[config.mk]
export PLATFORM = sky130hd
export DESIGN_NAME = apb_delay_subsystem
export DESIGN_NICKNAME = d
export VERILOG_FILES = /design/src/verilog/apb_pkg.sv /design/src/verilog/delay_pkg.sv /design/src/verilog/apb_command_master.sv /design/src/verilog/apb_delay_subsystem.sv /design/src/verilog/apb_delayer.sv /design/src/verilog/apb_register_file.sv
export SDC_FILE = /design/constraint.sdc
export NUM_CORES = 1
export LEC_CHECK = 0
export ABC_AREA = 1
export BUFFER_PORTS_ARGS = -buffer_cell sky130_fd_sc_hd__buf_2
export CAP_MARGIN = 10
export CORE_AREA = 2 2 283 285
export DETAILED_ROUTE_END_ITERATION = 10
export DIE_AREA = 0 0 285 287
export MAX_ROUTING_LAYER = met4
export SLEW_MARGIN = 20
export SYNTH_ARGS = -nofsm -noshare
export SYNTH_HDL_FRONTEND = slang
export SYNTH_SLANG_ARGS = --single-unit
export TNS_END_PERCENT = 30
[constraint.sdc]
create_clock -name clock -period 5.7 [get_ports clock]
set_clock_uncertainty 0.2 [all_clocks]
set_input_delay 0.285 -clock clock [delete_from_list [all_inputs] [get_ports clock]]
set_output_delay 0.285 -clock clock [all_outputs]
set_load 0.02 [all_outputs]
[src/verilog/apb_pkg.sv]
package apb_pkg;

  // bus field widths
  typedef logic [31:0] addr_t;
  typedef logic [31:0] data_t;
  typedef logic [3:0]  strb_t;

  // bit 0 marks a privileged access
  typedef logic [2:0]  prot_t;

  // driven by a bus master
  typedef struct packed {
    addr_t paddr;
    logic  psel;
    logic  penable;
    prot_t pprot;
    logic  pwrite;
    data_t pwdata;
    strb_t pstrb;
  } apb_request_t;

  // driven by a bus slave
  typedef struct packed {
    logic  pready;
    data_t prdata;
    logic  pslverr;
  } apb_response_t;

  // single-cycle command from the core
  typedef struct packed {
    logic  write;
    addr_t addr;
    data_t wdata;
    strb_t strb;
    prot_t prot;
  } command_t;

  // valid while done is high
  typedef struct packed {
    data_t rdata;
    logic  error;
  } result_t;

endpackage

[src/verilog/delay_pkg.sv]
package delay_pkg;

  // ratio is fixed point with this many fraction bits
  localparam int FRAC_BITS = 10;

  // scaled device time
  typedef logic [31:0] accum_t;

  // integer part of the accumulator
  typedef logic [$bits(accum_t)-FRAC_BITS-1:0] count_t;

  typedef enum logic [1:0] {
    state_idle  = 2'd0,
    state_wait  = 2'd1,
    state_delay = 2'd2
  } delay_state_t;

endpackage
[src/verilog/apb_command_master.sv]
`timescale 1ns/1ps

module apb_command_master (
  input  logic                  clock,
  input  logic                  reset,
  input  logic                  start,
  input  apb_pkg::command_t     command,
  output logic                  busy,
  output logic                  done,
  output apb_pkg::result_t      result,
  output apb_pkg::apb_request_t request,
  input  apb_pkg::apb_response_t response
);

  typedef enum logic [1:0] {
    state_idle   = 2'd0,
    state_setup  = 2'd1,
    state_access = 2'd2
  } master_state_t;

  master_state_t     state;
  apb_pkg::command_t held_command;
  logic              accept;

  // the done cycle still counts as busy
  assign busy   = (state != state_idle) || done;
  assign accept = start && !busy;

  always_ff @(posedge clock) begin
    if (reset) begin
      state  <= state_idle;
      done   <= 1'b0;
      result <= '0;
    end else begin
      done <= 1'b0;
      case (state)
        state_idle: begin
          if (accept) begin
            state <= state_setup;
          end
        end
        state_setup: begin
          state <= state_access;
        end
        state_access: begin
          if (response.pready) begin
            state        <= state_idle;
            done         <= 1'b1;
            result.rdata <= response.prdata;
            result.error <= response.pslverr;
          end
        end
        default: begin
          state <= state_idle;
        end
      endcase
    end
  end

  // command payload, held for the whole transfer
  always_ff @(posedge clock) begin
    if (accept) begin
      held_command <= command;
    end
  end

  always_comb begin
    request.paddr   = held_command.addr;
    request.psel    = (state != state_idle);
    request.penable = (state == state_access);
    request.pprot   = held_command.prot;
    request.pwrite  = held_command.write;
    request.pwdata  = held_command.wdata;
    request.pstrb   = held_command.strb;
  end

endmodule

[src/verilog/apb_delay_subsystem.sv]
`timescale 1ns/1ps

module apb_delay_subsystem #(
  parameter int unsigned RATIO       = 5191,
  parameter int          WAIT_STATES = 2,
  parameter int          REG_COUNT   = 16
) (
  input  logic              clock,
  input  logic              reset,
  input  logic              start,
  input  apb_pkg::command_t command,
  output logic              busy,
  output logic              done,
  output apb_pkg::result_t  result
);

  apb_pkg::apb_request_t  cpu_request;
  apb_pkg::apb_response_t cpu_response;
  apb_pkg::apb_request_t  device_request;
  apb_pkg::apb_response_t device_response;

  apb_command_master master (
    .clock    (clock),
    .reset    (reset),
    .start    (start),
    .command  (command),
    .busy     (busy),
    .done     (done),
    .result   (result),
    .request  (cpu_request),
    .response (cpu_response)
  );

  // stretches each response to core time
  apb_delayer #(
    .RATIO (delay_pkg::accum_t'(RATIO))
  ) delayer (
    .clock           (clock),
    .reset           (reset),
    .cpu_request     (cpu_request),
    .cpu_response    (cpu_response),
    .device_request  (device_request),
    .device_response (device_response)
  );

  apb_register_file #(
    .WAIT_STATES (WAIT_STATES),
    .REG_COUNT   (REG_COUNT)
  ) register_file (
    .clock    (clock),
    .reset    (reset),
    .request  (device_request),
    .response (device_response)
  );

endmodule

[src/verilog/apb_delayer.sv]
`timescale 1ns/1ps

module apb_delayer #(
  // core to bus clock ratio, Q10
  parameter delay_pkg::accum_t RATIO = 5191
) (
  input  logic                   clock,
  input  logic                   reset,
  input  apb_pkg::apb_request_t  cpu_request,
  output apb_pkg::apb_response_t cpu_response,
  output apb_pkg::apb_request_t  device_request,
  input  apb_pkg::apb_response_t device_response
);

  delay_pkg::delay_state_t state;
  delay_pkg::accum_t       accum;
  delay_pkg::count_t       count;
  delay_pkg::count_t       target;
  apb_pkg::data_t          rdata_latch;
  logic                    error_latch;
  logic                    release_now;

  // whole core cycles owed for the device time
  assign target      = accum[$bits(delay_pkg::accum_t)-1:delay_pkg::FRAC_BITS];
  assign release_now = (state == delay_pkg::state_delay) && (count == target);

  always_ff @(posedge clock) begin
    if (reset) begin
      state       <= delay_pkg::state_idle;
      accum       <= '0;
      count       <= '0;
      rdata_latch <= '0;
      error_latch <= 1'b0;
    end else begin
      case (state)
        delay_pkg::state_idle: begin
          if (cpu_request.psel && cpu_request.penable) begin
            state <= delay_pkg::state_wait;
            accum <= '0;
          end
        end
        delay_pkg::state_wait: begin
          // the pready cycle is counted too
          accum <= accum + RATIO;
          if (device_response.pready) begin
            state       <= delay_pkg::state_delay;
            count       <= '0;
            rdata_latch <= device_response.prdata;
            error_latch <= device_response.pslverr;
          end
        end
        delay_pkg::state_delay: begin
          count <= count + 1'b1;
          if (release_now) begin
            state <= delay_pkg::state_idle;
            count <= '0;
          end
        end
        default: begin
          state <= delay_pkg::state_idle;
          accum <= '0;
          count <= '0;
        end
      endcase
    end
  end

  // device sees the request except while the response is held back
  always_comb begin
    device_request         = cpu_request;
    device_request.psel    = cpu_request.psel && (state != delay_pkg::state_delay);
    device_request.penable = cpu_request.penable && (state != delay_pkg::state_delay);
  end

  always_comb begin
    cpu_response.pready  = release_now;
    cpu_response.prdata  = rdata_latch;
    cpu_response.pslverr = error_latch;
  end

endmodule

[src/verilog/apb_register_file.sv]
`timescale 1ns/1ps

module apb_register_file #(
  // at least 1
  parameter int WAIT_STATES = 2,
  parameter int REG_COUNT   = 16
) (
  input  logic                   clock,
  input  logic                   reset,
  input  apb_pkg::apb_request_t  request,
  output apb_pkg::apb_response_t response
);

  localparam int INDEX_BITS = $clog2(REG_COUNT);
  localparam int WAIT_BITS  = $clog2(WAIT_STATES + 1);

  apb_pkg::data_t         registers [REG_COUNT];
  logic [WAIT_BITS-1:0]   wait_count;
  logic [INDEX_BITS-1:0]  index;
  logic                   access;
  logic                   complete;
  logic                   in_range;
  logic                   privileged;
  logic                   denied;

  assign access     = request.psel && request.penable;
  assign complete   = access && (wait_count == WAIT_BITS'(WAIT_STATES));
  // word index sits above the byte offset
  assign in_range   = (request.paddr[31:2] < REG_COUNT);
  assign index      = request.paddr[INDEX_BITS+1:2];
  assign privileged = request.pprot[0];
  assign denied     = !in_range || (request.pwrite && !privileged);

  // consecutive access cycles, cleared once the phase ends
  always_ff @(posedge clock) begin
    if (reset) begin
      wait_count <= '0;
    end else if (access && !complete) begin
      wait_count <= wait_count + 1'b1;
    end else begin
      wait_count <= '0;
    end
  end

  always_ff @(posedge clock) begin
    if (reset) begin
      for (int i = 0; i < REG_COUNT; i++) begin
        registers[i] <= '0;
      end
    end else if (complete && request.pwrite && !denied) begin
      for (int b = 0; b < $bits(apb_pkg::strb_t); b++) begin
        if (request.pstrb[b]) begin
          registers[index][8*b +: 8] <= request.pwdata[8*b +: 8];
        end
      end
    end
  end

  always_comb begin
    response.pready  = complete;
    response.pslverr = complete && denied;
    // out of range reads return zero
    if (in_range) begin
      response.prdata = registers[index];
    end else begin
      response.prdata = '0;
    end
  end

endmodule

==> results of run 1 <==
[cell type report]
| type | instances | area share |
|---|---|---|
| Antenna cell | 1 | 0.0000670 |
| Clock buffer | 101 | 0.0582 |
| Clock inverter | 46 | 0.0114 |
| Inverter | 152 | 0.0156 |
| Multi-Input combinational cell | 2350 | 0.303 |
| Sequential cell | 711 | 0.537 |
| Tap cell | 1050 | 0.0352 |
| Timing Repair Buffer | 205 | 0.0398 |
[registers in the layout (all words and copies together) (netlist names), 22 cells and up, named ones only]
name and flops:
delayer.count 22, delayer.accum 32, register_file.registers 512, delayer.rdata_latch 32, master.request 68, master.result 33
[kinds of logic (layout without fill, tap and decap cells)]
| group | Yosys count | after routing | synth area share |
|---|---|---|---|
| compound gates | 225 | 225 | 0.0384 |
| simple gates | 2098 | 2098 | 0.298 |
| other cells | 0 | 1 | 0 |
| flops | 711 | 711 | 0.611 |
| fa+ha+maj | 3 | 3 | 0.00114 |
| xor+xnor | 24 | 24 | 0.00641 |
| buf+inv | 349 | 504 | 0.0449 |
[power by group through the flow]
stage	sequential (mW)	combinational (mW)	clock, mW
5_1_grt	5.88	1.23	5.39
6_report	5.86	1.13	5.12
4_1_cts	5.86	1.13	5.19
3_3_place_gp	5.97	1.08	0
3_5_place_dp	5.97	1.09	0
2_1_floorplan	5.92	0.749	0
[final timing paths]
kind                                from                             end  slack, ns  depth (start not counted)
max                   master.request[57]  register_file.registers[14][0]       2.19                          8
min                          command[60]              master.request[63]       0.16                          2
max reg2reg           master.request[57]  register_file.registers[14][0]       2.19                          8
min reg2reg  register_file.wait_count[0]     register_file.wait_count[0]       0.21                          1
[layer usage]
metal,track usage,up-vias,share of wire
met2,0.355,724,0.48
met1,0.296,11500,0.44
met3,0.0249,125,0.056
li1,-,11600,-
met4,0.0635,0,0.022
met5,-,-,0
[critical path: stages, from the launching register on]
cell and delay, ns:
edfxtp_1 0.36, nor2_1 0.13, nand4_1 0.13, nor2_2 0.19
o2111ai_4 0.20, nor2_8 0.78, buf_4 0.47, nand3_4 0.25
nand2_1 0.39
[cells in the final DEF, fill, tap and decap left out, types with 43 or more instances in the layout]
master / n
o21ai_0: 44
edfxtp_1: 580
nor2_1: 508
clkbuf_16: 82
a21oi_1: 134
dlygate4sd3_1: 69
dfxtp_1: 128
nor2_2: 190
nand2_1: 906
nand3_1: 362
buf_2: 105
inv_1: 141
nor3_1: 43
nand3_4: 61
[stage by stage]
stage | worst slack, ns | area [sq um]
final | 2.19 | 37300
after global routing | 1.98 | 37300
after CTS | 2.11 | 37300
after detailed placement | 2.14 | 34100
after global placement | 2.19 | 34000
after floorplan | 2.72 | 32800
==> results.toml, run 1 <==
[finish]
multi_input_area_sq_mm = 0.0113
fillers = 7391
nNetsFinal = 3577
layout-drive-gt1-share = 0.150
area_growth_pct = 13.9
fin_util = 0.475
final_cells = 4616
seq_area_sq_mm = 0.0201

[timing]
fin_crit_ns = 3.51
max_freq_mhz = 285
hold_viol_final = 0
holdWs_ns = 0.161
max_slew_margin = 0.229
drv_slew = 0
min_period_over_period = 0.615
rsz0062_at_grt = "no"
tightest_slew_ns = 1.15
tns_ns = 0
setup_viol = 0

[power]
p_switching_mw = 3.11
p_leak_nw = 14.3
powerDensity_mw_per_mm2 = 324
p_comb_frac = 0.093
internal_power_mw = 9.00
max-vdd-ir-drop_v = 0.000222
seq_power_share = 0.484
switching_share = 0.257
p_clk_frac = 0.423
finalPower_mw = 12.1

[detailed_routing]
wl_per_cell_um = 19.1
drt_iter0_drc = 2043
ant_nets = 0
drc = 0
finalWirelength_um = 88400
firstDrtPassIters = 5
via_per_inst = 5.19
vias = 24000

[floorplanning]
die_y_um = 287
dieArea_sq_mm = 0.0818
io_pins = 110
core_area_sq_mm = 0.0786
rows = 103
start_util = 0.417
die_x_um = 285

[clocking]
clock_sinks = 711
cts_tree = "yes"
cts_buffer_depth = 3
htreeDepth = 3
clk_latency_ns = 0.64
cts_resized = 0
cts_made_buffers = 79
hold_buffers = 69
cts-root-buf = "clkbuf_16"
cts_setup_buffers = 0
clk_pin_slew_ns = 0.06

[synth]
syn_inst = 3410
synth_seq_area_share = 0.611
synth_commonest_cells = "906 x nand2_1, 580 x edfxtp_1, 516 x nor2_1"
async_flop_share = 0
postSynthAreaPerCell_sq_um = 9.62
synth_edf_count = 580
synth_top_area_cell = "edfxtp_1"
ys_types = 37
synth_warnings = 0
yosysMostFrequentCell = "nand2_1"
netlist.area_leader.share = 0.531
synth.area.top_cells = "edfxtp_1 53%, nand2_1 10%, dfxtp_1 8.0%"
synth_top_flop_cell = "edfxtp_1"
synth_nets = 3488
ys_ff_latch = 711
synth.cell_area_sq_mm = 0.0328

[setup_path]
cp_data_required_time_ns = 5.77
worst_setup_path_end_kind = "flip-flop"
crit_type = "reg -> reg"
crit_arrival_ns = 3.58
cp_max_fo = 27
start_kind = "flip-flop"

[global_routing]
track_usage = 0.220
grt_remaining_overflow = 0
grt_max_degree = 103
grt_pass1_wl_um = 135000
grt_pass1_vias = 22800
grt_antenna_before_repair = 2

[hold_path]
hold_class = "in -> reg"

[flow_run]
drv_cap = 0

[placed_design]
io_buffers = 105
place_inst = 4399
place_hpwl_um = 54200
place.gp.congestion = 0.859

[status]
run_status = "finished, final reports clean"
No activity file was read; power rests on OpenSTA's default activity.
==> run 2: changes to the inputs <==
ABC_AREA = 0   (was 1)
CORE_AREA = 2 2 273 275   (was 2 2 283 285)
DIE_AREA = 0 0 275 277   (was 0 0 285 287)
clock period = 3.5 ns   (was 5.7 ns; I/O delays follow)
==> results.toml, run 2 <==
[power]
p_switching_mw = 4.32
internal_power_mw = 15.1
switching_share = 0.223
p_leak_nw = 12.4
p_clk_frac = 0.432
powerDensity_mw_per_mm2 = 542
p_comb_frac = 0.075
seq_power_share = 0.494
max-vdd-ir-drop_v = 0.000373

[synth]
synth_top_area_cell = "edfxtp_1"
synth_compound_area_frac = 0.0568
synth_nets = 2368
synth_top_flop_cell = "edfxtp_1"
ys_types = 59
async_flop_share = 0
ys_ff_latch = 711
synth_warnings = 0
postSynthAreaPerCell_sq_um = 13.4
synth_commonest_cells = "580 x edfxtp_1, 576 x nor2_1, 144 x clkbuf_1"
synth_seq_area_share = 0.655
synth_edf_count = 580
netlist.area_leader.share = 0.569
synthAdderAreaFrac = 0.00123
synthSimpleGateAreaFrac = 0.132
synth_xor_area_frac = 0.0123
synth_top_family_by_area = "simple AND/OR/NAND/NOR gates"
synth.area.top_cells = "edfxtp_1 57%, mux4_2 9.4%, dfxtp_1 8.6%"
syn_inst = 2290
synth_mux_area_frac = 0.117
yosysMostFrequentCell = "edfxtp_1"
synth.cell_area_sq_mm = 0.0306

[clocking]
cts_setup_buffers = 0
cts_tree = "yes"
htreeDepth = 3
cts-root-buf = "clkbuf_16"
clk_pin_slew_ns = 0.06
cts_buffer_depth = 3
clk_latency_ns = 0.63
clock_sinks = 711
cts_made_buffers = 79

[hold_path]
hold_class = "in -> reg"

[floorplanning]
start_util = 0.416
core_area_sq_mm = 0.0736
die_y_um = 277
rows = 100
die_x_um = 275
io_pins = 110
dieArea_sq_mm = 0.0762

[setup_path]
cp_slowest_stage_delay_ns = 0.63
crit_type = "reg -> reg"
path_buf_inv = 1
cp_data_required_time_ns = 3.75
worst_setup_path_end_kind = "flip-flop"
crit_chain = "nand2b_1 > or3_1 > nor4_4 > nand2_1 > buf_12 > nor2_1"
critPathSlowestCell = "or3_1"
path_delay_family = "simple AND/OR/NAND/NOR gates"
start_kind = "flip-flop"
cp_max_fo = 24
crit_arrival_ns = 3.40

[timing]
fin_crit_ns = 3.15
min_period_over_period = 0.899
tightest_slew_ns = 1.07
drv_slew = 0
rsz0062_at_grt = "no"
holdWs_ns = 0.0579
tns_ns = 0
max_freq_mhz = 318
max_slew_margin = 0.285
hold_viol_final = 0
setup_viol = 0

[placed_design]
io_buffers = 105
placed_area_sq_mm = 0.0324
place.gp.congestion = 0.832
place_hpwl_um = 51300
place_inst = 3269

[global_routing]
grt_pass1_wl_um = 120000
grt_remaining_overflow = 0
grt_pass1_vias = 19200
grt_antenna_before_repair = 1
grt_max_degree = 101
track_usage = 0.218

[detailed_routing]
drc = 0
finalWirelength_um = 80300
ant_nets = 0
drt_iter0_drc = 2059
via_per_inst = 5.55
vias = 19300
wl_per_cell_um = 23.1
firstDrtPassIters = 5

[finish]
final_area_sq_mm = 0.0357
antenna_cells = 0
largest_register_ff_count = 512
final_common_cell = "edfxtp_1"
area_growth_pct = 16.8
regMostFlops = "register_file.registers"
layout-drive-gt1-share = 0.184
final_cells = 3484
nNetsFinal = 2529
final_cell_mix = "580 x edfxtp_1, 573 x nor2_1, 128 x mux4_2"

[flow_run]
drv_cap = 0

[status]
run_status = "finished, final reports clean"
[run 2: cell types whose count changed after synthesis, sizes merged, moves of 32 or more]
| cell | before | now |
|---|---|---|
| nor2b | 0 | 36 |
| a22o | 0 | 33 |
| a211oi | 2 | 34 |
| a21o | 1 | 48 |
| buf | 74 | 38 |
| nand2 | 907 | 93 |
| nor2 | 700 | 576 |
| nand3 | 427 | 21 |
| mux4 | 0 | 128 |
| nand2b | 0 | 75 |
| mux2i | 0 | 66 |
| a21oi | 134 | 49 |
| inv | 150 | 14 |
| o21ai | 44 | 9 |
[run 2: final timing paths]
kind	slack [ns]	startpoint	cells past startpoint	to
setup / recovery	0.35	master.state[0]	6	register_file.registers[4][31]
hold / removal	0.06	command[6]	2	master.request[3]
setup reg to reg	0.35	master.state[0]	6	register_file.registers[4][31]
hold reg to reg	0.22	register_file.wait_count[0]	1	register_file.wait_count[0]
[run 2: repair_timing]
action                     CTS  global route
hold buffers                70             0
setup endpoints to repair    0             0
hold endpoints to repair    82             0
resized for setup            0             0
[run 2: metrics by stage]
stage | utilization | power (mW) | worst slack [ns]
global placement | 0.441 | 11.1 | 0.501
global route | 0.486 | 20.0 | 0.250
floorplan | - | 10.6 | 0.0123
finish | 0.486 | 19.4 | 0.354
CTS | 0.486 | 19.5 | 0.393
detailed placement | 0.441 | 11.1 | 0.427
[run 2: logic make-up after synthesis]
group                    count (synthesis)
flip-flops                             711
AND/OR/NAND/NOR                        898
AO/OA/AOI/OAI                          241
XOR/XNOR                                43
adder cells (fa/ha/maj)                  3
multiplexers                           198
buffers and inverters                  196
[run 2: per-layer routing]
layer / up-vias / routed length, um / share of wire / GRT usage
met5: - / 0 / 0 / -
met4: 0 / 1730 / 0.022 / 0.0603
met3: 95 / 6220 / 0.077 / 0.0364
met2: 732 / 39000 / 0.49 / 0.340
met1: 9797 / 33300 / 0.41 / 0.296
li1: 8713 / - / - / -
[run 2: power groups by stage]
stage / sequential [mW] / combinational [mW] / clock (mW)
2_1_floorplan: 9.64 / 0.967 / 0
3_3_place_gp: 9.73 / 1.37 / 0
3_5_place_dp: 9.75 / 1.39 / 0
4_1_cts: 9.57 / 1.46 / 8.50
5_1_grt: 9.60 / 1.55 / 8.84
6_report: 9.57 / 1.45 / 8.37
[run 2: layout make-up]
type / count / area (sq um)
fill: 6351 / 37800
clock inverter: 45 / 462
multi-input combinational: 1383 / 9810
timing repair buffer: 262 / 2020
inverter: 14 / 52.6
clock buffer: 100 / 2140
sequential: 711 / 20100
tap: 969 / 1210
==> run 3: changes to the inputs <==
ABC_AREA = not set   (was 0)
CORE_AREA = 2 2 281 283   (was 2 2 273 275)
DIE_AREA = 0 0 283 285   (was 0 0 275 277)
SYNTH_HIERARCHICAL = 1   (was not set)
==> results.toml, run 3 <==
[floorplanning]
die_x_um = 283
dieArea_sq_mm = 0.0807
io_pins = 110
core_area_sq_mm = 0.0780
rows = 103
start_util = 0.414
die_y_um = 285

[finish]
nNetsFinal = 2645
final_common_cell = "edfxtp_1"
regMostFlops = "register_file/registers"
final_cell_mix = "580 x edfxtp_1, 537 x nor2_1, 211 x nand2_1"
largest_register_ff_count = 512
fillers = 6949
area_growth_pct = 12.5
fin_util = 0.466
layout-drive-gt1-share = 0.197

[setup_path]
crit_chain = "nand2b_1 > and2_1 > nand4b_2 > inv_1 > and4_1 > buf_4 > a41o_1"
cp_slowest_stage_delay_ns = 0.52
critPathSlowestCell = "a41o_1"
worst_setup_path_end_kind = "flip-flop"
crit_arrival_ns = 3.08
start_kind = "flip-flop"
crit_type = "reg -> reg"
cp_max_fo = 9
cp_data_required_time_ns = 3.54

[timing]
rsz0062_at_grt = "no"
max_slew_margin = 0.435
fin_crit_ns = 3.04
drv_slew = 0
setup_viol = 0
tns_ns = 0
hold_viol_final = 0
min_period_over_period = 0.868
setup_ws_ns = 0.462
max_freq_mhz = 329
tightest_slew_ns = 0.846

[synth]
postSynthAreaPerCell_sq_um = 13.0
synth.cell_area_sq_mm = 0.0323
synth_warnings = 6
syn_inst = 2491
synth_nets = 2569

[clocking]
cts_made_buffers = 78
cts_tree = "yes"
htreeDepth = 3
clk_pin_slew_ns = 0.06
cts_setup_buffers = 0
cts_buffer_depth = 3
clk_latency_ns = 0.64
clock_sinks = 707
cts-root-buf = "clkbuf_16"

[flow_run]
drv_cap = 0

[detailed_routing]
via_per_inst = 5.53
vias = 20300
firstDrtPassIters = 5
finalWirelength_um = 83500
drc = 0
ant_nets = 0
wl_per_cell_um = 22.7
drt_iter0_drc = 1905

[power]
powerDensity_mw_per_mm2 = 508
p_leak_nw = 12.4
max-vdd-ir-drop_v = 0.000366

[status]
run_status = "finished, final reports clean"

[global_routing]
grt_pass1_vias = 20700
grt_remaining_overflow = 0
grt_max_degree = 187
grt_antenna_before_repair = 3
track_usage = 0.211
grt_pass1_wl_um = 124000

[hold_path]
hold_class = "in -> reg"

[placed_design]
place.gp.congestion = 0.837
pre_cts_ws_ns = 0.508
place_hpwl_um = 52700
io_buffers = 105
run 3: timing repair:
action / 4_1_cts / 5_1_grt
gates resized for setup: 0 / 0
hold buffers: 69 / 0
endpoints found under the hold margin: 74 / 0
endpoints found under the setup margin: 0 / 0
run 3: critical path: cells and delay by family, from the launching register on:
family,cells,cell delay (ns)
buffers and inverters,2,0.46
AOI/OAI and AO/OA,1,0.52
DFF,1,0.43
and+or+nand+nor,4,1.02
run 3: power breakdown:
part	switching, mW	internal [mW]	total, mW
combinational	0.621	0.442	1.06
sequential	0.100	9.35	9.45
clock	3.38	4.55	7.93
total	4.10	14.3	18.4
run 3: path summary, 6_finish.rpt:
kind,startpoint,endpoint,slack [ns],cells after the start
worst max-delay path,delayer/state[0],register_file/registers[8][18],0.46,7
worst max register to register,delayer/state[0],register_file/registers[8][18],0.46,7
worst min-delay path,command[63],master/request[66],0.05,2
worst min register to register,register_file/wait_count[0],register_file/wait_count[0],0.22,1
run 3: final cells by class:
type                            instances  area [sq um]  area share
Sequential cell                       707         20000       0.549
Clock buffer                           96          2040      0.0561
Clock inverter                         46           434      0.0120
Tap cell                             1050          1310      0.0362
Inverter                               10          37.5     0.00103
Multi-Input combinational cell       1498         10400       0.287
Antenna cell                            2          5.00    0.000138
Timing Repair Buffer                  272          2120      0.0584
run 3: stage by stage:
step           power, mW  hold WS [ns]  cell area [sq um]  instances
2_1_floorplan       10.3        0.0739              32300       2491
3_3_place_gp        10.6         0.151              33200       3467
3_5_place_dp        10.6         0.153              33200       3467
4_1_cts             18.6       0.00830              36300       3678
5_1_grt             19.0        0.0259              36300       3681
6_report            18.4        0.0470              36300       3681
run 3: routing by layer:
metal | GRT usage | vias to the layer above | part of all wire
met2 | 0.349 | 848 | 0.49
li1 | - | 9109 | -
met1 | 0.263 | 10200 | 0.40
met4 | 0.0765 | 0 | 0.033
met3 | 0.0348 | 182 | 0.076
met5 | - | - | 0
